==> config.mk <==
export PLATFORM = sky130hd
export DESIGN_NAME = sram_bank
export DESIGN_NICKNAME = d
export VERILOG_FILES = /design/src/common/bank_pkg.sv /design/src/hw/sram_bank.sv
export SDC_FILE = /design/constraint.sdc
export NUM_CORES = 2
export LEC_CHECK = 0
export BUFFER_PORTS_ARGS = -buffer_cell sky130_fd_sc_hd__buf_4
export CORE_UTILIZATION = 35
export CTS_BUF_LIST = sky130_fd_sc_hd__clkbuf_8
export DETAILED_ROUTE_END_ITERATION = 10
export PLACE_DENSITY_LB_ADDON = 0.1
export SETUP_SLACK_MARGIN = 0.3
export SYNTH_ARGS = -nofsm -noshare
export SYNTH_HDL_FRONTEND = slang
export SYNTH_SLANG_ARGS = --single-unit
==> constraint.sdc <==
create_clock -name clk_i -period 2.6 [get_ports clk_i]
set_input_delay 0.13 -clock clk_i [delete_from_list [all_inputs] [get_ports clk_i]]
set_output_delay 0.13 -clock clk_i [all_outputs]
set_load 0.1 [all_outputs]
==> src/common/bank_pkg.sv <==
/*
 * Shared sizes for the banked scratchpad.
 * Host words are split into one 16-bit lane per bank.
 */

package bank_pkg;

  // Host port widths.
  localparam int ADDR_W = 16;
  localparam int DATA_W = 64;
  localparam int STRB_W = DATA_W / 8;

  // Number of host ports sharing the banks.
  localparam int NUM_PORTS = 2;

  // Bank geometry.
  localparam int NUM_BANKS   = 4;
  localparam int BANK_W      = DATA_W / NUM_BANKS;
  localparam int BANK_STRB_W = BANK_W / 8;
  localparam int BANK_WORDS  = 256;

  // Depth of each lane request FIFO.
  localparam int FIFO_DEPTH = 2;

  // Accepted but unanswered host requests per splitter.
  // Also sizes the response and dead-write FIFOs.
  localparam int MAX_TRANS = 2;

  // Byte offset bits inside one host word.
  localparam int ALIGN_W = $clog2(STRB_W);

  // Word index bits of one bank.
  localparam int BANK_AW = $clog2(BANK_WORDS);

  // Outstanding counter width.
  localparam int OUTS_W = $clog2(MAX_TRANS + 1);

  // One lane request: address, data, strobe, write enable.
  localparam int LANE_REQ_W = ADDR_W + BANK_W + BANK_STRB_W + 1;

endpackage

==> src/hw/sram_bank.sv <==
/*
 * Single-port 16-bit SRAM bank.
 * Byte-writable, answers every request one cycle later.
 */

`timescale 1ns/10ps

module sram_bank (
  input  logic                             clk_i,
  input  logic                             rst_i,
  input  logic                             req_i,
  input  logic [bank_pkg::ADDR_W-1:0]      addr_i,
  input  logic [bank_pkg::BANK_W-1:0]      wdata_i,
  input  logic [bank_pkg::BANK_STRB_W-1:0] strb_i,
  input  logic                             we_i,
  output logic                             rvalid_o,
  output logic [bank_pkg::BANK_W-1:0]      rdata_o
);

  logic [bank_pkg::BANK_W-1:0]  mem [bank_pkg::BANK_WORDS];
  logic [bank_pkg::BANK_AW-1:0] idx;

  // Word index sits above the host word offset.
  assign idx = addr_i[bank_pkg::ALIGN_W +: bank_pkg::BANK_AW];

  // Read returns the old word on a same-cycle write.
  always_ff @(posedge clk_i) begin
    if (req_i) begin
      rdata_o <= mem[idx];
      for (int b = 0; b < bank_pkg::BANK_STRB_W; b++) begin
        if (we_i && strb_i[b]) begin
          mem[idx][b*8 +: 8] <= wdata_i[b*8 +: 8];
        end
      end
    end
  end

  always_ff @(posedge clk_i) begin
    if (rst_i) begin
      rvalid_o <= 1'b0;
    end else begin
      rvalid_o <= req_i;
    end
  end

endmodule

Yosys cells after proc, flatten, opt, wreduce, memory -nomap -nowiden

Memory sizes are Yosys's and may differ from the RTL's. A register that Yosys moved wholly into a read port is not among the register bits.
Index checks and enable logic that the tools add are counted.

Register bits after elaboration: 1
Bits in writable memories: 4096
Input port bits: 38
Output and inout bits: 17
Logic and storage cells: 10
Memories kept: 1

Memory list:

| name | words | bits a word | rd ports | clocked after Yosys merged registers in | wr ports | line            | source |
|---|---|---|---|---|---|---|---|
| mem  | 256   | 16          | 1        | 1                                       | 1        | sram_bank.sv:20 | `logic [bank_pkg::BANK_W-1:0] mem [bank_pkg::BANK_WORDS];` |

Multiplexer cells: 6
Reduce and logical (&&, ||, !) cells: 2

Operators by type and width:

| cell              | count |
|---|---|
| $mux 1            | 6 |
| $logic_and 1x1->1 | 2 |

Depth between registers and ports, before layout

Depth in word-level cells: 4
Mapped depth: 9
Depth with buffers taken out: 5

Least setup slack after synthesis

Ideal clock, no wire load.

Path type: input port to flip-flop
Start: input addr_i[4] in the netlist's numbering
End: memory mem[176][10] in the netlist's numbering (enable)
Library setup time: 370 ps
Arrival time: 1976 ps
Required time: 2230 ps
Path slack: 254 ps
Stages on the path: 8
Buffers on the path: 5
Cells stage by stage: buf_2 -> buf_2 -> buf_2 -> buf_1 -> nor2_1 -> nand3_1 -> buf_2 -> nor2_1

RTL lines:

| item        | line            | source |
|---|---|---|
| from (decl) | sram_bank.sv:12 | `input logic [bank_pkg::ADDR_W-1:0] addr_i,` |
| to (decl)   | sram_bank.sv:20 |  |

Straight into the memory's write port.

==> results.py <==
metrics = {
    "logic_synthesis": {
        "synth-simple-area-share_pct": 1.56,
        "synthCells": 7038,
        "synthXorXnorAreaFrac_pct": 0,
        "synth_mux_area_share_pct": 14.7,
        "avgSynthCellArea_um2": 22.3,
        "syn_area_um2": 157000,
        "synth-compound-area-share_pct": 3.63,
        "ys_types": 21,
        "syn_nets": 7076,
        "yosysWarnings": 0,
        "synth_top_family_by_area": "multiplexers",
        "synthAdderAreaFrac_pct": 0,
        "ys_seq_elements": 4113,
        "yosysSeqAreaShare_pct": 78.7,
    },
    "sta": {
        "tightest_slew_ns": 1.12,
        "hold_viol": 0,
        "fmax_mhz": 397,
        "slew_viol_final": 0,
        "setup_viol": 0,
        "layout_setup_ws_ns": 0.0827,
        "finalCritPeriodShare_pct": 96.8,
        "relSlewSlack_pct": 25.2,
        "fin_setup_tns_ns": 0,
        "fin_crit_ns": 2.52,
        "clock_skew_ns": 0.0677,
        "grt_setup_unrepaired": "yes",
    },
    "clock_network": {
        "cts_buffers": 695,
        "clockBufferDepth": 4,
        "clk-insertion-delay-late_ns": 1.23,
        "cts_tree": "done",
        "cts.reportedPaths.clkPinSlew_ns": 0.06,
        "cts_max_level": 6,
        "cts_setup_buffers": 0,
        "cts_root_buf": "clkbuf_8",
        "clock-sinks": 4113,
    },
    "worst_setup_path": {
        "worstPathRequired_ns": 3.55,
        "crit_top_cell": "buf_4",
        "slowest_stage": "o41ai_4",
        "crit_fanout": 1,
        "path_cells": "mux4_2, a22oi_2, buf_4, a21oi_4, o41ai_4, buf_4, nand4_1",
        "worst-path-buf-inv": 2,
        "setup.worst_path.start_class": "flip-flop",
        "worst_ep_arrival_time_ns": 3.46,
        "cpLargestDelayFamily": "compound AO/OA/AOI/OAI gates",
        "criticalPathCategory": "reg -> reg",
        "max_stage_delay_ns": 0.55,
        "cp-end-kind": "flip-flop",
    },
    "placed_design": {
        "dp_hpwl_mm": 290,
        "port_buffers": 46,
        "place_area_um2": 175000,
        "dpl_worst_slack_ns": -1.27,
        "dp_cells": 13865,
        "gp_congestion": 0.796,
    },
    "global_route": {
        "grtUsageTotal_pct": 20.3,
        "grt_pass1_wl_mm": 650,
        "antenna_found_initial": 23,
        "grt_pass1_vias": 83903,
        "grt_overflow": 0,
        "grt_start_max_net_pins": 109,
    },
    "power_and_ir_drop": {
        "p_sw_share_pct": 23.4,
        "combPwrFrac_pct": 6.0,
        "p_seq_share_pct": 54.3,
        "vdd_ir_drop_max_mv": 0.436,
        "p_leak_nw": 61.0,
        "p_per_area_nw_per_um2": 706,
        "total_power_mw": 135,
        "power_frac_clock_pct": 39.7,
        "p_int_mw": 103,
        "p_switching_mw": 31.4,
    },
    "routing": {
        "route.met2.wl_mm": 217,
        "vias": 80018,
        "route.detailed.drc": 0,
        "wl_met3_mm": 30.3,
        "wl_met1_mm": 206,
        "drt_wl_total_mm": 464,
        "via_per_inst": 5.28,
        "final_antenna_net_count": 0,
        "highest_layer": "met4",
        "wl_per_cell_um": 30.6,
        "drt_iter0_drc": 8139,
        "drt_pass1_iterations": 5,
    },
    "cells_and_area": {
        "final_area_um2": 191000,
        "syn_to_final_growth_pct": 21.5,
        "final_cells": 15156,
        "final_common_cell": "edfxtp_1",
        "drive_gt1_share_pct": 38.4,
        "multi_input_area_um2": 33100,
        "mostFrequentLayoutCells": "edfxtp_1 (4112), buf_4 (1096), mux4_2 (1024)",
        "seqCellArea_um2": 123000,
        "nFillCells": 38950,
        "fin_nets": 8731,
    },
    "floorplanning": {
        "die_h_um": 671,
        "pin_count": 55,
        "dieArea_um2": 451000,
        "dieWidth_um": 671,
        "initial_utilization_pct": 35.2,
        "fp.coreArea_um2": 446000,
        "core.rowCount": 245,
    },
    "min_path": {
        "hold_path_class": "in -> reg",
    },
    "run": {
        "maxCapViolCount": 0,
    },
    "outcome": {
        "status": "completed",
    },
}
-- sequential cells by signal (all words and copies together) (netlist names) --
| register | flops |
|---|---|
| mem | 4096 |
| rdata_o | 16 |
| rvalid_o | 1 |
-- final cells by class --
type                    count  area share (%)
multi-input cells        2469            17.4
well taps                5928            3.89
clock buffers             707            5.11
repair buffers           1414            7.31
flip-flops and latches   4113            64.8
clock inverters           516            1.45
diodes                      9          0.0118
-- stage by stage --
stage | util [%] | hold WS [ns]
finish | 42.7 | 0.148
global route | 42.7 | 0.0538
CTS | 42.6 | 0.0413
detailed placement | 39.4 | 0.291
global placement | 39.4 | 0.288
floorplan | - | 0.202
-- power groups by stage --
stage	Combinational, mW	Sequential, mW	Clock (mW)
floorplan	3.12	74.6	0
global placement	7.65	74.5	0
detailed placement	7.72	74.5	0
CTS	8.15	73.1	55.0
global route	8.50	73.1	57.5
finish	8.08	73.1	53.4
-- cell families (layout without fill, tap and decap cells) --
group | Yosys count | in the layout
compound gates | 832 | 832
buf+inv | 456 | 2637
flops | 4113 | 4113
mux | 1024 | 1024
other cells | 0 | 9
simple gates | 613 | 613
-- Yosys cell counts, drive strengths merged --
| cell type | n | area, um^2 |
|---|---|---|
| nand2 | 25 | 93.8 |
| clkbuf | 272 | 1020 |
| and2 | 2 | 12.5 |
| dfxtp | 1 | 20.0 |
| nand3 | 32 | 160 |
| o41ai | 64 | 561 |
| and3 | 2 | 12.5 |
| nand2b | 2 | 12.5 |
| mux4 | 1024 | 23100 |
| a22oi | 512 | 3840 |
| or2 | 1 | 6.26 |
| edfxtp | 4112 | 123000 |
| buf | 184 | 1130 |
| nand4 | 24 | 150 |
| nor2b | 9 | 56.3 |
| nor2 | 516 | 1940 |
| a21oi | 256 | 1280 |
-- worst reg2reg max path: stages, from the launching register on --
cell,delay [ns]
edfxtp_1,0.35
mux4_2,0.53
a22oi_2,0.25
buf_4,0.17
a21oi_4,0.06
o41ai_4,0.55
buf_4,0.24
nand4_1,0.10
-- per-layer routing --
metal,global-route usage [%],up-vias
li1,-,33460
met1,29.0,43361
met2,32.0,2568
met3,4.02,629
met4,4.97,0
met5,0,-
-- worst paths after layout --
path	slack, ns	from	end	cells after the start
worst max-delay path	0.08	mem[235][7]$_DFFE_PP_	rdata_o[7]$_DFFE_PP_	7
worst min-delay path	0.15	wdata_i[1]	mem[181][1]$_DFFE_PP_	2
worst max register to register	0.08	mem[235][7]$_DFFE_PP_	rdata_o[7]$_DFFE_PP_	7
worst min register to register	1.15	mem[2][4]$_DFFE_PP_	rdata_o[4]$_DFFE_PP_	6
-- timing repair --
| item | in CTS | in global routing |
|---|---|---|
| hold buffers | 59 | 0 |
| pin swaps | 65 | 69 |
| hold endpoints to repair | 6061 | 0 |
| setup endpoints to repair | 28 | 35 |
| gates resized for setup | 241 | 95 |
Note: power is estimated with default switching activity, not from simulation.
