--- config.mk ---
export PLATFORM = sky130hd
export DESIGN_NAME = bank_arb
export DESIGN_NICKNAME = d
export VERILOG_FILES = /design/src/common/bank_pkg.sv /design/src/hw/bank_arb.sv
export SDC_FILE = /design/constraint.sdc
export NUM_CORES = 1
export LEC_CHECK = 0
export ABC_CLOCK_PERIOD_IN_PS = 1200
export BUFFER_PORTS_ARGS = -buffer_cell sky130_fd_sc_hd__buf_2
export CAP_MARGIN = 20
export CORE_ASPECT_RATIO = 0.5
export CORE_MARGIN = 5
export CORE_UTILIZATION = 27
export CTS_CLUSTER_SIZE = 12
export DETAILED_ROUTE_END_ITERATION = 8
export PLACE_DENSITY = 0.83
export SYNTH_ARGS = -nofsm -noshare
export SYNTH_HDL_FRONTEND = slang
export SYNTH_SLANG_ARGS = --single-unit
--- constraint.sdc ---
create_clock -name clk_i -period 1.2 [get_ports clk_i]
set_input_delay 0.06 -clock clk_i [delete_from_list [all_inputs] [get_ports clk_i]]
set_output_delay 0.06 -clock clk_i [all_outputs]
set_load 0.005 [all_outputs]
--- src/common/bank_pkg.sv ---
/*
 * Shared sizes for the banked scratchpad.
 * Host words are split into one 16-bit lane per bank.
 */

package bank_pkg;

  // Host port widths.
  localparam int ADDR_W = 16;
  localparam int DATA_W = 64;
  localparam int STRB_W = DATA_W / 8;

  // Number of host ports sharing the banks.
  localparam int NUM_PORTS = 2;

  // Bank geometry.
  localparam int NUM_BANKS   = 4;
  localparam int BANK_W      = DATA_W / NUM_BANKS;
  localparam int BANK_STRB_W = BANK_W / 8;
  localparam int BANK_WORDS  = 256;

  // Depth of each lane request FIFO.
  localparam int FIFO_DEPTH = 2;

  // Accepted but unanswered host requests per splitter.
  // Also sizes the response and dead-write FIFOs.
  localparam int MAX_TRANS = 2;

  // Byte offset bits inside one host word.
  localparam int ALIGN_W = $clog2(STRB_W);

  // Word index bits of one bank.
  localparam int BANK_AW = $clog2(BANK_WORDS);

  // Outstanding counter width.
  localparam int OUTS_W = $clog2(MAX_TRANS + 1);

  // One lane request: address, data, strobe, write enable.
  localparam int LANE_REQ_W = ADDR_W + BANK_W + BANK_STRB_W + 1;

endpackage

--- src/hw/bank_arb.sv ---
/*
 * Two-port round-robin bank arbiter.
 * Grants one splitter lane per cycle and routes the bank
 * response back to the port that issued it.
 */

`timescale 1ns/10ps

module bank_arb (
  input  logic                                                       clk_i,
  input  logic                                                       rst_i,
  input  logic [bank_pkg::NUM_PORTS-1:0]                             p_req_i,
  output logic [bank_pkg::NUM_PORTS-1:0]                             p_gnt_o,
  input  logic [bank_pkg::NUM_PORTS-1:0][bank_pkg::ADDR_W-1:0]       p_addr_i,
  input  logic [bank_pkg::NUM_PORTS-1:0][bank_pkg::BANK_W-1:0]       p_wdata_i,
  input  logic [bank_pkg::NUM_PORTS-1:0][bank_pkg::BANK_STRB_W-1:0]  p_strb_i,
  input  logic [bank_pkg::NUM_PORTS-1:0]                             p_we_i,
  output logic [bank_pkg::NUM_PORTS-1:0]                             p_rvalid_o,
  output logic [bank_pkg::NUM_PORTS-1:0][bank_pkg::BANK_W-1:0]       p_rdata_o,
  output logic                                                       bank_req_o,
  output logic [bank_pkg::ADDR_W-1:0]                                bank_addr_o,
  output logic [bank_pkg::BANK_W-1:0]                                bank_wdata_o,
  output logic [bank_pkg::BANK_STRB_W-1:0]                           bank_strb_o,
  output logic                                                       bank_we_o,
  input  logic                                                       bank_rvalid_i,
  input  logic [bank_pkg::BANK_W-1:0]                                bank_rdata_i
);

  logic any_req;
  logic win;
  logic last_q;

  assign any_req = |p_req_i;

  // Under contention the port not granted last time wins.
  always_comb begin
    if (&p_req_i) begin
      win = !last_q;
    end else begin
      win = p_req_i[1];
    end
  end

  for (genvar p = 0; p < bank_pkg::NUM_PORTS; p++) begin : gen_port
    assign p_gnt_o[p] = any_req && (win == 1'(p));
    // Bank answers one cycle after the grant, so last_q is still the owner.
    assign p_rvalid_o[p] = bank_rvalid_i && (last_q == 1'(p));
    assign p_rdata_o[p]  = bank_rdata_i;
  end

  // Winner's request goes to the bank.
  assign bank_req_o   = any_req;
  assign bank_addr_o  = p_addr_i[win];
  assign bank_wdata_o = p_wdata_i[win];
  assign bank_strb_o  = p_strb_i[win];
  assign bank_we_o    = p_we_i[win];

  // Last winner, also the owner of the next bank response.
  always_ff @(posedge clk_i) begin
    if (rst_i) begin
      last_q <= 1'b0;
    end else if (any_req) begin
      last_q <= win;
    end
  end

endmodule

# Word-level counts from Yosys, hierarchy flattened
# Cells that the tools add are included.
dict set report word_totals {
  in_bits 91
  ff_bits 1
  word_cells 20
}
dict set report classes {
  muxes 9
  bitwise 2
  order_cmp 1
  n_reduce_logical 7
}
# operator n
set ops {}
lappend ops {{16-bit 2-to-1 mux} 4}
lappend ops {{1-bit logical AND} 4}
lappend ops {{2-bit 2-to-1 mux} 2}
lappend ops {{1-bit 2-to-1 mux} 3}
lappend ops {{1-bit by 2-bit < comparator with 1-bit output (second input constant)} 1}
lappend ops {{1-bit inverter} 2}
lappend ops {{2-bit AND reduction} 1}
lappend ops {{2-bit OR reduction} 1}
lappend ops {{1-bit logical NOT} 1}

# Logic depth before layout (Yosys ltp)
# Gate-level depths: netlist of the first run.
dict set report logic_depth {
  depth_word 4
  ltp_mapped 4
  ltp_nobuf 2
}

# Least setup slack after synthesis of the first run
# OpenSTA, ideal clock, no wires.
dict set report synth_path {
  path_type {reg-to-output}
  start {reg last_q}
  end {out bank_addr_o[10] in the netlist's numbering}
  slack_ps 75
  stages_incl_launch_ff 5
  required_ps 1140
  arrival_time_ps 1065
  path_buffers 2
  cell_sequence {dfxtp_1 a21boi_2 buf_6 buf_12 mux2_4}
}
dict set report synth_between {
  elab_chain_cells 4
}
# element line
set synth_rtl {}
lappend synth_rtl {{start, declared} bank_arb.sv:31} ;# logic last_q;
lappend synth_rtl {{start signal, assigned} bank_arb.sv:63} ;# last_q <= win;
lappend synth_rtl {{1-bit logical NOT} bank_arb.sv:38} ;# win = !last_q;
lappend synth_rtl {{1-bit 2-to-1 mux} bank_arb.sv:37} ;# if (&p_req_i) begin
lappend synth_rtl {{16-bit 2-to-1 mux (implied by the code) (2 in series)} bank_arb.sv:53} ;# assign bank_addr_o = p_addr_i[win];
lappend synth_rtl {{end, declared} bank_arb.sv:21} ;# output logic [bank_pkg::ADDR_W-1:0] bank_addr_o,
# No other way between the ends. The select of a mux whose other input is x is not followed.

# Worst setup path in the final report of the first run
dict set report layout_path {
  start {reg last_q}
  end {out bank_addr_o[11] in the netlist's numbering}
}
# The elaborated chain is that of the path after synthesis.

==> results of run 1 <==
## worst max-delay path: stages, from the launching register on
cell	delay, ns
dfxtp_2	0.31
a21boi_4	0.14
buf_4	0.14
buf_12	0.17
mux2_4	0.32
buf_6	0.12
## layout make-up
cell class              instances  area share (%)
well taps                      40            3.25
flip-flops and latches          1            1.38
inverters                       1           0.244
multi-input cells              42            38.0
repair buffers                121            57.1
## per-layer routing
metal / up-vias / share of wire (%) / track usage (%)
li1: 414 / - / -
met1: 413 / 29 / 10.1
met2: 36 / 62 / 26.6
met3: 13 / 7.3 / 2.39
met4: 0 / 1.1 / 2.20
met5: - / 0 / 0
## final timing paths
path / start / cells after the start / to / slack [ns]
hold reg to reg: last_q / 2 / last_q / 0.56
setup reg to reg: last_q / 3 / last_q / 0.45
hold / removal: bank_rdata_i[0] / 0 / p_rdata_o[0] / 0.12
setup / recovery: last_q / 5 / bank_addr_o[11] / -0.06
## power by group through the flow
stage | registers [mW] | clock network [mW] | logic (mW)
floorplan | 0.0398 | 0 | 0.360
global placement | 0.0392 | 0 | 0.496
detailed placement | 0.0393 | 0 | 0.507
CTS | 0.0400 | 0 | 0.601
global route | 0.0406 | 0 | 0.723
finish | 0.0399 | 0 | 0.678
## logic make-up after synthesis
logic type	share of synthesized area, %
buffers and inverters	35.4
multiplexers	56.5
AND/OR/NAND/NOR	2.95
flip-flops	2.25
AO/OA/AOI/OAI	2.95
## what timing repair did
item                       in CTS  in global routing
hold endpoints to repair        0                  0
setup endpoints to repair      35                 35
cloned                          0                  2
resized for setup              25                 16
setup buffers                   0                  2
## cell usage after synthesis, drive strengths merged
master	number	area (sq um)
buf	36	312
mux2	35	503
a21boi	2	18.8
a211oi	1	7.51
and2	1	7.51
and2b	1	8.76
dfxtp	1	20.0
inv	1	3.75
nor2	1	3.75
or2	1	6.26
==> impl_metrics.ini, run 1 <==
[outcome]
status = finished with violations
violations = negative setup slack

[routing]
drt-wirelength-per-cell_um = 15.7
postRouteAntennaNets = 0
drc = 0
firstDrtPassIters = 4
dr_total_vias = 876
vias_per_cell = 4.27
drt-initial-drc-count = 10
wl_mm = 3.23

[floorplanning]
die_w_um = 91.2
start_util_pct = 28.9
die_area_sq_mm = 0.00462
coreArea_sq_mm = 0.00308
io-pin-count = 163
rows = 14
die_h_um = 50.6

[clocking]
clk_pin_slew_ns = 0
hold_buffers = 0
insertion_delay_ns = 0

[placed_design]
gp_congestion = 0.645
portBuffers = 114
pre_cts_ws_ns = -0.0534
post-dp-hpwl_mm = 2.65
place_inst = 201
placedInstanceArea_sq_mm = 0.00125

[sta]
worstMarginPinSlew_ns = 0.188
fmax_ghz = 0.792
maxSlewViolCount = 0
finalHoldViolCount = 0
fin_hold_ws_ns = 0.120
min_period_ns = 1.26
fin_ws_ns = -0.0621
setup_violations = 32
rsz0062_at_grt = true
finalClockSkew_ns = 0
slew-limit-headroom_pct = 87.4
post-route-period-util_pct = 105
setup_tns_ns = -1.18

[cells_and_area]
area_growth_pct = 72.9
fin_util_pct = 50.0
largest_register_ffs = 1
final_common_cell = buf_2
reg_top3 = last_q (1)
n_fill_cell = 288
fin_area_sq_mm = 0.00154
multi_input_area_sq_um = 586
regArea_sq_um = 21.3
n_antenna_cell = 0
layout-drive-gt1-share_pct = 97.6
instances_no_fill = 205
mostFrequentLayoutCells = buf_2 (81), mux2_4 (35), buf_6 (35), buf_12 (2), buf_4 (2)
num-nets-final = 258
top_register = last_q

[setup_path]
worstPathArrival_ns = 1.20
start_kind = flip-flop
cp_max_fo = 18
cp-end-kind = primary output
crit_type = reg2out
worstPathRequired_ns = 1.14

[power_and_ir_drop]
power.internal_mw = 0.512
seqPwrFrac_pct = 5.6
power_leakage_nw = 0.889
p_per_area_mw_per_mm2 = 466
sw_frac_of_total_pct = 28.7
p_switching_mw = 0.206
power_frac_comb_pct = 94.4
clockPowerShare_pct = 0
total_power_mw = 0.718
peakVddDrop_v = 0.000204

[grt]
grt_pass1_vias = 926
grt_pass1_wl_mm = 4.51
grt.total_usage_pct = 11.5
grt_max_degree = 19
grt-ovfl-total = 0
antenna_found_initial = 0

[yosys]
yosys_warnings = 0
syn-cell-area_sq_um = 891
synthCells = 80
synth_nets = 171
synth_seq_cells = 1
synth_seq_area_share_pct = 2.25
ys_types = 14
synth_area_per_cell_sq_um = 11.1

[flow_run]
maxCapViolations = 0

[hold_path]
hold_path.class = in2out
No activity file was read; power rests on OpenSTA's default activity.
==> run 2, diff against run 1 <==
Settings changed: REMOVE_ABC_BUFFERS set to 1.
==> impl_metrics.ini, run 2 (synthesized netlist as in run 1, its figures left out) <==
[outcome]
status = finished with violations
violations = negative setup slack

[cells_and_area]
n_antenna_cell = 0
n_fill_cell = 302
mostFrequentLayoutCells = buf_2 (95), mux2_4 (33), buf_6 (19), buf_4 (3)
largest_register_ffs = 1
instances_no_fill = 204
num-nets-final = 257
fin_area_sq_mm = 0.00142
fin_util_pct = 45.9
reg_top3 = last_q (1)
area_growth_pct = 58.8
final_common_cell = buf_2
layout-drive-gt1-share_pct = 97.6
top_register = last_q

[routing]
dr_total_vias = 928
wl_mm = 4.29
postRouteAntennaNets = 0
drt-wirelength-per-cell_um = 21.0
drc = 0
vias_per_cell = 4.55
firstDrtPassIters = 4
drt-initial-drc-count = 26

[floorplanning]
die_h_um = 50.6
die_w_um = 91.2
rows = 14
die_area_sq_mm = 0.00462
coreArea_sq_mm = 0.00308
start_util_pct = 28.9
io-pin-count = 163

[power_and_ir_drop]
p_switching_mw = 0.195
power_frac_comb_pct = 93.8
seqPwrFrac_pct = 6.2
sw_frac_of_total_pct = 30.2
peakVddDrop_v = 0.000163
power_leakage_nw = 0.838
clockPowerShare_pct = 0
p_per_area_mw_per_mm2 = 456
power.internal_mw = 0.451

[grt]
grt_pass1_wl_mm = 6.18
antenna_found_initial = 0
grt_max_degree = 22
grt-ovfl-total = 0
grt.total_usage_pct = 17.5
grt_pass1_vias = 1098

[sta]
post-route-period-util_pct = 105
fin_hold_ws_ns = 0.120
setup_tns_ns = -1.09
fin_ws_ns = -0.0658
worstMarginPinSlew_ns = 0.185
maxSlewViolCount = 0
rsz0062_at_grt = true
fmax_ghz = 0.790
finalHoldViolCount = 0
slew-limit-headroom_pct = 87.6
finalClockSkew_ns = 0
setup_violations = 35
min_period_ns = 1.27

[setup_path]
cp-end-kind = primary output
cp_max_fo = 8
worstPathRequired_ns = 1.14
start_kind = flip-flop
r2r_slack_ns = 0.43
crit_type = reg2out
worstPathArrival_ns = 1.21

[flow_run]
maxCapViolations = 0

[clocking]
clk_pin_slew_ns = 0
insertion_delay_ns = 0
hold_buffers = 0

[placed_design]
gp_congestion = 0.786
placedInstanceArea_sq_mm = 0.00125
post-dp-hpwl_mm = 3.72
place_inst = 201
portBuffers = 114

[hold_path]
hold_path.class = in2out
==> run 2: path summary, 6_finish.rpt <==
kind / to / startpoint / cells after the start
max: bank_addr_o[15] / last_q / 5
min: p_rdata_o[12] / bank_rdata_i[12] / 0
max reg2reg: last_q / last_q / 3
min reg2reg: last_q / last_q / 2
==> run 2: per-stage QoR <==
stage	setup slack (ns)	power [mW]
after floorplan	-1.21	0.287
after global placement	-0.0483	0.538
after detailed placement	-0.0951	0.551
after CTS	-0.0604	0.648
after global routing	-0.108	0.693
final	-0.0658	0.646
==> run 2: critical path, cell delays in order (launching register included) <==
cell	delay (ns)
dfxtp_2	0.31
a21boi_4	0.18
buf_4	0.15
buf_8	0.13
mux2_4	0.31
buf_2	0.13
==> run 2: area by class of cell <==
cell class / instances / area [sq um] / area share, %
Multi-Input combinational cell: 42 / 578 / 40.8
Tap cell: 40 / 50.0 / 3.54
Sequential cell: 1 / 21.3 / 1.50
Inverter: 1 / 3.75 / 0.265
Timing Repair Buffer: 120 / 762 / 53.8
==> run 2: power groups by stage <==
stage	logic (mW)	registers [mW]	clock network, mW
floorplan	0.247	0.0398	0
global placement	0.499	0.0391	0
detailed placement	0.512	0.0395	0
CTS	0.608	0.0401	0
global route	0.653	0.0403	0
finish	0.606	0.0399	0
==> run 2: per-layer routing <==
layer / global-route usage, % / wire length, um / part of all wire (%)
met1: 16.2 / 1370 / 32
met2: 28.8 / 2050 / 48
met3: 14.2 / 637 / 15
met4: 5.37 / 159 / 3.7
met5: 10.4 / 67 / 1.6
==> run 2: repair_timing <==
action / in CTS / in global routing
resized for setup: 21 / 8
cloned: 1 / 0
setup buffers: 2 / 2
setup endpoints to repair: 35 / 35
