==> src/common/bank_pkg.sv <==
/*
 * Shared sizes for the banked scratchpad.
 * Host words are split into one 16-bit lane per bank.
 */

package bank_pkg;

  // Host port widths.
  localparam int ADDR_W = 16;
  localparam int DATA_W = 64;
  localparam int STRB_W = DATA_W / 8;

  // Number of host ports sharing the banks.
  localparam int NUM_PORTS = 2;

  // Bank geometry.
  localparam int NUM_BANKS   = 4;
  localparam int BANK_W      = DATA_W / NUM_BANKS;
  localparam int BANK_STRB_W = BANK_W / 8;
  localparam int BANK_WORDS  = 256;

  // Depth of each lane request FIFO.
  localparam int FIFO_DEPTH = 2;

  // Accepted but unanswered host requests per splitter.
  // Also sizes the response and dead-write FIFOs.
  localparam int MAX_TRANS = 2;

  // Byte offset bits inside one host word.
  localparam int ALIGN_W = $clog2(STRB_W);

  // Word index bits of one bank.
  localparam int BANK_AW = $clog2(BANK_WORDS);

  // Outstanding counter width.
  localparam int OUTS_W = $clog2(MAX_TRANS + 1);

  // One lane request: address, data, strobe, write enable.
  localparam int LANE_REQ_W = ADDR_W + BANK_W + BANK_STRB_W + 1;

endpackage

==> src/hw/mem_split/split_fifo.sv <==
/*
 * Small fall-through FIFO.
 * A word pushed into an empty FIFO shows at data_o in the same cycle.
 */

`timescale 1ns/10ps

module split_fifo #(
  parameter int unsigned WIDTH = 8,
  parameter int unsigned DEPTH = 2
) (
  input  logic             clk_i,
  input  logic             rst_i,
  input  logic             push_i,
  input  logic [WIDTH-1:0] data_i,
  output logic             full_o,
  input  logic             pop_i,
  output logic [WIDTH-1:0] data_o,
  output logic             empty_o
);

  localparam int unsigned PTR_W = (DEPTH > 1) ? $clog2(DEPTH) : 1;
  localparam int unsigned CNT_W = $clog2(DEPTH + 1);

  logic [WIDTH-1:0] mem [DEPTH];
  logic [PTR_W-1:0] rd_ptr_q;
  logic [PTR_W-1:0] wr_ptr_q;
  logic [CNT_W-1:0] count_q;
  logic             stored_empty;
  logic             do_push;
  logic             do_pop;
  logic             bypass;

  // Pointer step with wrap at DEPTH.
  function automatic logic [PTR_W-1:0] ptr_next(input logic [PTR_W-1:0] ptr);
    return (ptr == PTR_W'(DEPTH - 1)) ? '0 : ptr + PTR_W'(1);
  endfunction

  assign stored_empty = (count_q == '0);
  assign full_o       = (count_q == CNT_W'(DEPTH));

  // Nothing stored: the input word is the head.
  assign empty_o = stored_empty && !push_i;
  assign data_o  = stored_empty ? data_i : mem[rd_ptr_q];

  // A push while full is dropped.
  assign do_push = push_i && !full_o;
  assign do_pop  = pop_i && !empty_o;

  // Word passes straight through, storage untouched.
  assign bypass = stored_empty && do_push && do_pop;

  always_ff @(posedge clk_i) begin
    if (rst_i) begin
      rd_ptr_q <= '0;
      wr_ptr_q <= '0;
      count_q  <= '0;
    end else if (!bypass) begin
      if (do_push) begin
        wr_ptr_q <= ptr_next(wr_ptr_q);
      end
      if (do_pop) begin
        rd_ptr_q <= ptr_next(rd_ptr_q);
      end
      if (do_push && !do_pop) begin
        count_q <= count_q + CNT_W'(1);
      end else if (do_pop && !do_push) begin
        count_q <= count_q - CNT_W'(1);
      end
    end
  end

  // Storage array.
  always_ff @(posedge clk_i) begin
    if (do_push && !bypass) begin
      mem[wr_ptr_q] <= data_i;
    end
  end

endmodule

==> src/hw/mem_split/mem_split.sv <==
/*
 * Host request splitter.
 * Cuts one 64-bit request into one lane request per bank and
 * answers the host once every lane has responded, in order.
 * Write lanes with zero strobe are answered internally.
 */

`timescale 1ns/10ps

module mem_split (
  input  logic                                                     clk_i,
  input  logic                                                     rst_i,
  input  logic                                                     req_i,
  output logic                                                     gnt_o,
  input  logic [bank_pkg::ADDR_W-1:0]                              addr_i,
  input  logic [bank_pkg::DATA_W-1:0]                              wdata_i,
  input  logic [bank_pkg::STRB_W-1:0]                              strb_i,
  input  logic                                                     we_i,
  output logic                                                     rvalid_o,
  output logic [bank_pkg::DATA_W-1:0]                              rdata_o,
  output logic [bank_pkg::NUM_BANKS-1:0]                           lane_req_o,
  input  logic [bank_pkg::NUM_BANKS-1:0]                           lane_gnt_i,
  output logic [bank_pkg::NUM_BANKS-1:0][bank_pkg::ADDR_W-1:0]     lane_addr_o,
  output logic [bank_pkg::NUM_BANKS-1:0][bank_pkg::BANK_W-1:0]     lane_wdata_o,
  output logic [bank_pkg::NUM_BANKS-1:0][bank_pkg::BANK_STRB_W-1:0] lane_strb_o,
  output logic [bank_pkg::NUM_BANKS-1:0]                           lane_we_o,
  input  logic [bank_pkg::NUM_BANKS-1:0]                           lane_rvalid_i,
  input  logic [bank_pkg::NUM_BANKS-1:0][bank_pkg::BANK_W-1:0]     lane_rdata_i
);

  logic                                                      accept;
  logic [bank_pkg::ADDR_W-1:0]                               addr_base;
  logic [bank_pkg::NUM_BANKS-1:0][bank_pkg::LANE_REQ_W-1:0]  req_slice;
  logic [bank_pkg::NUM_BANKS-1:0][bank_pkg::LANE_REQ_W-1:0]  req_head;
  logic [bank_pkg::NUM_BANKS-1:0]                            req_full;
  logic [bank_pkg::NUM_BANKS-1:0]                            req_empty;
  logic [bank_pkg::NUM_BANKS-1:0]                            req_pop;
  logic [bank_pkg::NUM_BANKS-1:0]                            lane_dead;
  logic [bank_pkg::NUM_BANKS-1:0]                            resp_empty;
  logic [bank_pkg::NUM_BANKS-1:0]                            resp_pop;
  logic [bank_pkg::NUM_BANKS-1:0]                            lane_done;
  logic [bank_pkg::NUM_BANKS-1:0]                            dead_push;
  logic [bank_pkg::NUM_BANKS-1:0]                            dead_mask;
  logic                                                      dead_full;
  logic                                                      dead_empty;
  logic [bank_pkg::OUTS_W-1:0]                               outs_q;

  // Host address aligned down to a full host word.
  assign addr_base = {addr_i[bank_pkg::ADDR_W-1:bank_pkg::ALIGN_W],
                      {bank_pkg::ALIGN_W{1'b0}}};

  // Room in every lane, below the outstanding limit.
  assign gnt_o = !(|req_full) && (outs_q < bank_pkg::OUTS_W'(bank_pkg::MAX_TRANS))
                 && !dead_full;
  assign accept = req_i && gnt_o;

  for (genvar k = 0; k < bank_pkg::NUM_BANKS; k++) begin : gen_lane
    logic [bank_pkg::ADDR_W-1:0] slice_addr;

    // Each lane owns two bytes of the host word.
    assign slice_addr   = addr_base + bank_pkg::ADDR_W'(k * bank_pkg::BANK_STRB_W);
    assign req_slice[k] = {slice_addr,
                           wdata_i[k*bank_pkg::BANK_W +: bank_pkg::BANK_W],
                           strb_i[k*bank_pkg::BANK_STRB_W +: bank_pkg::BANK_STRB_W],
                           we_i};

    // Write lane with nothing to write.
    assign dead_push[k] = we_i &&
                          (strb_i[k*bank_pkg::BANK_STRB_W +: bank_pkg::BANK_STRB_W] == '0);

    split_fifo #(
      .WIDTH (bank_pkg::LANE_REQ_W),
      .DEPTH (bank_pkg::FIFO_DEPTH)
    ) u_req_fifo (
      .clk_i   (clk_i),
      .rst_i   (rst_i),
      .push_i  (accept),
      .data_i  (req_slice[k]),
      .full_o  (req_full[k]),
      .pop_i   (req_pop[k]),
      .data_o  (req_head[k]),
      .empty_o (req_empty[k])
    );

    assign {lane_addr_o[k], lane_wdata_o[k], lane_strb_o[k], lane_we_o[k]} = req_head[k];

    // Dead heads are dropped here and never reach the bank.
    assign lane_dead[k]  = !req_empty[k] && lane_we_o[k] && (lane_strb_o[k] == '0);
    assign lane_req_o[k] = !req_empty[k] && !lane_dead[k];
    assign req_pop[k]    = lane_gnt_i[k] || lane_dead[k];

    split_fifo #(
      .WIDTH (bank_pkg::BANK_W),
      .DEPTH (bank_pkg::MAX_TRANS)
    ) u_resp_fifo (
      .clk_i   (clk_i),
      .rst_i   (rst_i),
      .push_i  (lane_rvalid_i[k]),
      .data_i  (lane_rdata_i[k]),
      .full_o  (),
      .pop_i   (resp_pop[k]),
      .data_o  (rdata_o[k*bank_pkg::BANK_W +: bank_pkg::BANK_W]),
      .empty_o (resp_empty[k])
    );

    // Dead lanes have no stored response to drop.
    assign resp_pop[k] = rvalid_o && !dead_mask[k];
  end

  // One dead-lane mask per accepted request.
  split_fifo #(
    .WIDTH (bank_pkg::NUM_BANKS),
    .DEPTH (bank_pkg::MAX_TRANS)
  ) u_dead_fifo (
    .clk_i   (clk_i),
    .rst_i   (rst_i),
    .push_i  (accept),
    .data_i  (dead_push),
    .full_o  (dead_full),
    .pop_i   (rvalid_o),
    .data_o  (dead_mask),
    .empty_o (dead_empty)
  );

  // Oldest request is done once each lane has data or is dead.
  // Counter gating keeps the answer at least a cycle after acceptance.
  assign lane_done = ~resp_empty | dead_mask;
  assign rvalid_o  = (outs_q != '0) && !dead_empty && (&lane_done);

  // Accepted but unanswered requests.
  always_ff @(posedge clk_i) begin
    if (rst_i) begin
      outs_q <= '0;
    end else if (accept && !rvalid_o) begin
      outs_q <= outs_q + bank_pkg::OUTS_W'(1);
    end else if (rvalid_o && !accept) begin
      outs_q <= outs_q - bank_pkg::OUTS_W'(1);
    end
  end

endmodule

==> config.mk <==
export PLATFORM = sky130hd
export DESIGN_NAME = mem_split
export DESIGN_NICKNAME = d
export VERILOG_FILES = /design/src/common/bank_pkg.sv /design/src/hw/mem_split/split_fifo.sv /design/src/hw/mem_split/mem_split.sv
export SDC_FILE = /design/constraint.sdc
export NUM_CORES = 1
export LEC_CHECK = 0
export BUFFER_PORTS_ARGS = -buffer_cell sky130_fd_sc_hd__buf_2
export CAP_MARGIN = 25
export CORE_UTILIZATION = 40
export DETAILED_ROUTE_END_ITERATION = 8
export PLACE_DENSITY_LB_ADDON = 0.12
export SLEW_MARGIN = 20
export SYNTH_ARGS = -nofsm -noshare
export SYNTH_HDL_FRONTEND = slang
export SYNTH_SLANG_ARGS = --single-unit
==> constraint.sdc <==
create_clock -name clk_i -period 5 [get_ports clk_i]
set_clock_uncertainty 0.2 [all_clocks]
set_input_delay 0 -clock clk_i [delete_from_list [all_inputs] [get_ports clk_i]]
set_output_delay 0 -clock clk_i [all_outputs]
set_load 0.05 [all_outputs]
Word level (Yosys, flattened, before mapping)

Memory sizes are Yosys's and may differ from the RTL's. A register that Yosys moved wholly into a read port is not among the register bits.
Index checks and enable logic that the tools add are counted.

Output and inout bits: 210
Memory bits (writable): 410
Memories kept: 9
Logic and storage cells: 402
Bits in registers: 38
Input port bits: 164

Memory list:

| memory                      | words | width | rd ports | clocked after memory_dff | write ports | RTL line         | source |
|---|---|---|---|---|---|---|---|
| gen_lane[1].u_req_fifo.mem  | 2     | 35    | 1        | 1                        | 1           | split_fifo.sv:25 | `logic [WIDTH-1:0] mem [DEPTH];` |
| gen_lane[2].u_req_fifo.mem  | 2     | 35    | 1        | 1                        | 1           | split_fifo.sv:25 |  |
| gen_lane[3].u_req_fifo.mem  | 2     | 35    | 1        | 1                        | 1           | split_fifo.sv:25 |  |
| gen_lane[0].u_req_fifo.mem  | 2     | 32    | 1        | 1                        | 1           | split_fifo.sv:25 |  |
| gen_lane[0].u_resp_fifo.mem | 2     | 16    | 1        | 1                        | 1           | split_fifo.sv:25 |  |
| gen_lane[1].u_resp_fifo.mem | 2     | 16    | 1        | 1                        | 1           | split_fifo.sv:25 |  |
| +3 memories                 | n/a   | n/a   | n/a      | n/a                      | n/a         | n/a              |  |

Multiplexer cells: 83
Equal/unequal tests: 9
Bitwise operators: 11
Order comparisons: 1
Reduce and logical (&&, ||, !) cells: 220
$add $sub $neg: 41

Operators with widths:

| operator                | count |
|---|---|
| $mux W35                | 4 |
| $logic_and A1 B1 Y1     | 99 |
| $mux W16                | 4 |
| $logic_not A1 Y1        | 60 |
| $mux W1                 | 54 |
| $reduce_and A2 Y1       | 27 |
| $mux W2                 | 20 |
| $logic_not A2 Y1        | 17 |
| $add A16 B3 Y16 const B | 2 |
| $reduce_bool A2 Y1      | 11 |
| $add A2 B1 Y2 const B   | 10 |
| $sub A2 B1 Y2 const B   | 10 |
| $add A1 B1 Y1 const B   | 18 |
| $eq A2 B2 Y1 const B    | 9 |
| $add A16 B2 Y16 const B | 1 |
| $not A1 Y1              | 9 |
| $logic_or A1 B1 Y1      | 4 |
| $mux W4                 | 1 |
| $not A4 Y4              | 1 |
| $or A4 B4 Y4            | 1 |
| $reduce_and A4 Y1       | 1 |
| $reduce_or A4 Y1        | 1 |
| $lt A2 B2 Y1 const B    | 1 |

Logic depth before layout (Yosys ltp)

Depth after elaboration: 18
Mapped depth: 14
Gate-level depth less buffers: 12

Hierarchy

A second synthesis with hierarchy kept.

Cell total of the unflattened synthesis: 1481
Area, all modules: 21244.1 um2

Modules (own cells, without submodules):

| module                                    | seq. area each (um2) | times used | cells each | area each (um2) |
|---|---|---|---|---|
| split_fifo at gen_lane[0].u_req_fifo ...  | 2202.1               | 4          | 222        | 3367.0 |
| split_fifo at gen_lane[0].u_resp_fifo ... | 1061.0               | 4          | 122        | 1704.1 |
| split_fifo at u_dead_fifo                 | 340.3                | 1          | 58         | 613.1 |
| mem_split                                 | 40.0                 | 1          | 47         | 346.6 |

Worst setup path before layout

OpenSTA, ideal clock, no wires.

Path kind: register to register
Start point: reg gen_lane[3].u_req_fifo.count_q[1]
End point: mem gen_lane[3].u_req_fifo.mem[0][0] (netlist name) (enable)
Stages on the path, launching flop included: 8
Buffers on the path: 2
Library setup time: 421 ps
Period minus slack after synthesis: 4231 ps
Slack: 769 ps
Data required time: 4379 ps
Data arrival time: 3610 ps
Cells stage by stage: dfxtp_1 > clkbuf_1 > or2_2 > clkbuf_1 > a21oi_1 > o31ai_1 > a21o_1 > nor2_1

RTL lines:

| item                     | RTL line         | source |
|---|---|---|
| start: declaration       | split_fifo.sv:28 | `logic [CNT_W-1:0] count_q;` |
| start signal: assignment | split_fifo.sv:66 | `count_q <= count_q + CNT_W'(1);` |
| start signal: assignment | split_fifo.sv:68 | `count_q <= count_q - CNT_W'(1);` |
| end: declaration         | split_fifo.sv:25 |  |

Worst setup path in the final report

Start point: reg u_dead_fifo.count_q[0]
End point: reg gen_lane[1].u_resp_fifo.count_q[1]

Word-level cells in the longest chain between the ends: 15
Elaborated cells on any way between the ends: 24
Those cells by class: eq/ne (1); mux (2); bitwise (2); reduce/logical (19)

Ends and longest elaborated chain:

| item                              | RTL line         | source |
|---|---|---|
| start: declaration                | split_fifo.sv:28 |  |
| start signal: assignment          | split_fifo.sv:66 |  |
| start signal: assignment          | split_fifo.sv:68 |  |
| $eq A2 B2 Y1                      | split_fifo.sv:40 | `assign full_o = (count_q == CNT_W'(DEPTH));` |
| $logic_not A1 Y1                  | mem_split.sv:54  | `&& !dead_full;` |
| $logic_and A1 B1 Y1               | mem_split.sv:54  |  |
| $logic_and A1 B1 Y1               | mem_split.sv:55  | `assign accept = req_i && gnt_o;` |
| $logic_not A1 Y1                  | split_fifo.sv:43 | `assign empty_o = stored_empty && !push_i;` |
| $logic_and A1 B1 Y1               | split_fifo.sv:43 |  |
| $logic_not A1 Y1                  | mem_split.sv:128 | `assign rvalid_o = (outs_q != '0) && !dead_empty && (&lane_done);` |
| $logic_and A1 B1 Y1 (2 in series) | mem_split.sv:128 |  |
| $logic_and A1 B1 Y1 *             | mem_split.sv:107 | `assign resp_pop[k] = rvalid_o && !dead_mask[k];` |
| $logic_and A1 B1 Y1 *             | split_fifo.sv:48 | `assign do_pop = pop_i && !empty_o;` |
| $logic_not A1 Y1                  | split_fifo.sv:65 | `if (do_push && !do_pop) begin` |
| $logic_and A1 B1 Y1               | split_fifo.sv:65 |  |
| $reduce_bool A2 Y1 (no line)      | n/a              |  |
| $reduce_and A2 Y1 (no line)       | n/a              |  |
| end signal: assignment            | split_fifo.sv:66 |  |
| end signal: assignment            | split_fifo.sv:68 |  |
| end: declaration                  | split_fifo.sv:28 |  |

Every way passes the cells marked *; elsewhere a longest branch is shown, timed or not.
A chain may end at the register's enable or synchronous reset.

==> flow_summary.json <==
{
  "run_status": "finished, final reports clean",
  "synth_cells": 1413,
  "antenna_left": 0,
  "worst_hold_path.endpoint": "gen_lane[1].u_req_fifo.mem[1][1]",
  "slew_viol_final": 0,
  "synth.avg_cell_area_um2": 13.2,
  "drtIter0Drc": 646,
  "core_um2": 45800,
  "die_y_um": 218,
  "cts_buffer_depth": 3,
  "setup.worst_path.class": "flop to flop",
  "arrival_ns": 4.72,
  "hold_path.startpoint": "strb_i[2]",
  "finalCriticalPeriod_ns": 4.41,
  "grt_pass1_wl_um": 69400,
  "rsz0062_at_grt": "false",
  "hold_path_class": "input port to flop",
  "yosys-top-cells-area": "edfxtp_1 (63%), mux2i_1 (10%), dfxtp_1 (5.0%), o21ai_0 (3.8%), nand2_1 (3.2%)",
  "clock.fmax_ghz": 0.227,
  "first_pass_iters": 5,
  "netlist_area_um2": 18700,
  "timing_hold_violations_final": 0,
  "yosysSeqAreaShare": 0.680,
  "whs_path_depth": 2,
  "cp-start-kind": "flop",
  "tightest_slew_ns": 1.01,
  "port-buffer-count": 358,
  "fill_cells": 3841,
  "initial_core_util": 0.408,
  "synth_seq_cells": 439,
  "vias": 12900,
  "crit_fanout": 10,
  "reg2reg_depth": 10,
  "cts-root-buf": "clkbuf_16",
  "drc": 0,
  "dieArea_um2": 47600,
  "setup_tns_ns": 0,
  "fp-row-count": 78,
  "drive_gt1_frac": 0.241,
  "gr-usage-all-layers": 0.186,
  "numCtsBuffers": 48,
  "clk_pin_slew_ns": 0.06,
  "synth_common_cells": "edfxtp_1 (392), mux2i_1 (195), nand2_1 (159)",
  "cts_tree": "yes",
  "die_x_um": 218,
  "yosys.cell_count.top_type": "edfxtp_1",
  "grt_max_degree": 61,
  "dp_hpwl_um": 27600,
  "area_growth_pct": 37.4,
  "postCtsSetupBuffers": 0,
  "io_pins": 374,
  "fin_nets": 2230,
  "regToRegStartpoint": "u_dead_fifo.count_q[0]",
  "cts.repair.resized": 0,
  "slew_headroom": 0.329,
  "holdBufCountCts": 295,
  "gp_congestion": 0.738,
  "setup_viol": 0,
  "cts_sinks": 439,
  "routed_via_density": 4.80,
  "ys.flop_type": "edfxtp_1",
  "synthArstFlopShare": 0,
  "fin_crit_sh": 0.883,
  "r2r_slack_ns": 0.59,
  "yosysTopAreaCell": "edfxtp_1",
  "grt_pass1_vias": 12800,
  "worstSetupEndpointType": "flop",
  "cts_htree_levels": 2,
  "worstSkewPairLatency_ns": 0.57,
  "antenna_found_initial": 1,
  "drv_cap": 0,
  "cp.required_ns": 5.31,
  "wl_per_cell_um": 16.7,
  "synth.top_cell.area_share": 0.630,
  "r2r-end": "gen_lane[1].u_resp_fifo.count_q[1]",
  "antennaDiodeCount": 0,
  "grt-ovfl-total": 0,
  "synth_edf_count": 392,
  "yosys_warnings": 0,
  "ys_types": 57,
  "routed_wl_um": 45000
}
## cell type report
class                      instances  area (µm²)  share of cell area
multi-input combinational        856        5550               0.216
inverter                          34         140             0.00546
clock buffer                      58        1240              0.0482
tap                              600         751              0.0292
sequential                       439       12700               0.495
clock inverter                    28         275              0.0107
timing repair buffer             677        5010               0.195
## kinds of logic (layout without fill, tap and decap cells)
kind of cell    count (synthesis)  in the layout  share of synthesized area
simple gates                  334            334                     0.0773
flops                         439            439                      0.680
fa+ha+maj                      10             10                    0.00670
buf+inv                       128            797                     0.0302
xor+xnor                       21             21                    0.00984
compound gates                266            266                     0.0798
mux                           213            213                      0.116
other cells                     2             12                   0.000402
## registers in the layout, indices dropped and copies added, names as in the netlist, named ones only
register	cells
gen_lane.u_resp_fifo.count_q	8
u_dead_fifo.count_q	2
gen_lane.u_req_fifo.wr_ptr_q	4
outs_q	2
gen_lane.u_resp_fifo.wr_ptr_q	4
gen_lane.u_resp_fifo.mem	128
gen_lane.u_resp_fifo.rd_ptr_q	4
gen_lane.u_req_fifo.rd_ptr_q	4
u_dead_fifo.wr_ptr_q	1
u_dead_fifo.mem	8
u_dead_fifo.rd_ptr_q	1
gen_lane.u_req_fifo.mem	256
gen_lane.u_req_fifo.count_q	8
## stage by stage
step / utilization / instances / hold WS, ns / instance area, µm² / setup slack (ns)
floorplan: - / 1423 / -0.101 / 18700 / 0.769
global placement: 0.461 / 2306 / -0.000433 / 21100 / 1.25
detailed placement: 0.462 / 2308 / 0.00359 / 21100 / 1.10
CTS: 0.559 / 2689 / 0.00437 / 25600 / 0.563
global route: 0.561 / 2692 / 0.0195 / 25700 / 0.262
finish: 0.561 / 2692 / 0.0264 / 25700 / 0.586
## routing by layer
metal / wire (µm) / GRT usage
met4: 930 / 0.0552
met3: 2130 / 0.0366
met1: 20300 / 0.247
met5: 13 / 0
met2: 21600 / 0.309
## placed cells by master (no fill, tap or decap), types with 16 or more instances in the layout
cell	netlist	routed
a21oi_1	78	78
clkbuf_16	0	48
nor2_1	99	86
mux2_2	16	16
nor3_1	25	23
edfxtp_1	392	392
o21ai_0	142	142
buf_2	6	358
dfxtp_1	47	43
nand2_1	159	159
inv_1	32	32
dlygate4sd3_1	0	295
mux2i_1	195	195
buf_4	13	19
## how the worst max path moves through the flow
stage	startpoint	endpoint
finish	u_dead_fifo.count_q[0]	gen_lane[1].u_resp_fifo.count_q[1]
global route	u_dead_fifo.count_q[0]	gen_lane[1].u_resp_fifo.count_q[1]
CTS	u_dead_fifo.count_q[0]	gen_lane[1].u_resp_fifo.count_q[1]
detailed placement	u_dead_fifo.count_q[0]	gen_lane[2].u_resp_fifo.count_q[1]
global placement	u_dead_fifo.count_q[0]	gen_lane[2].u_resp_fifo.count_q[1]
floorplan	gen_lane[3].u_req_fifo.count_q[1]	gen_lane[3].u_req_fifo.mem[0][0]
## worst max-delay path, cell delays in order, from the launching register on
cell	delay, ns
dfxtp_1	0.39
or2_0	0.71
mux2i_2	0.23
a21oi_4	0.30
nand3_1	0.29
nor2_1	0.53
nand2_1	0.14
ha_1	0.33
or4_1	0.50
o21ai_0	0.18
dlygate4sd3_1	0.57
Power is left out: the tool's default activity adds up to more than one toggle a clock period on the data nets, which glitch-free logic cannot reach.
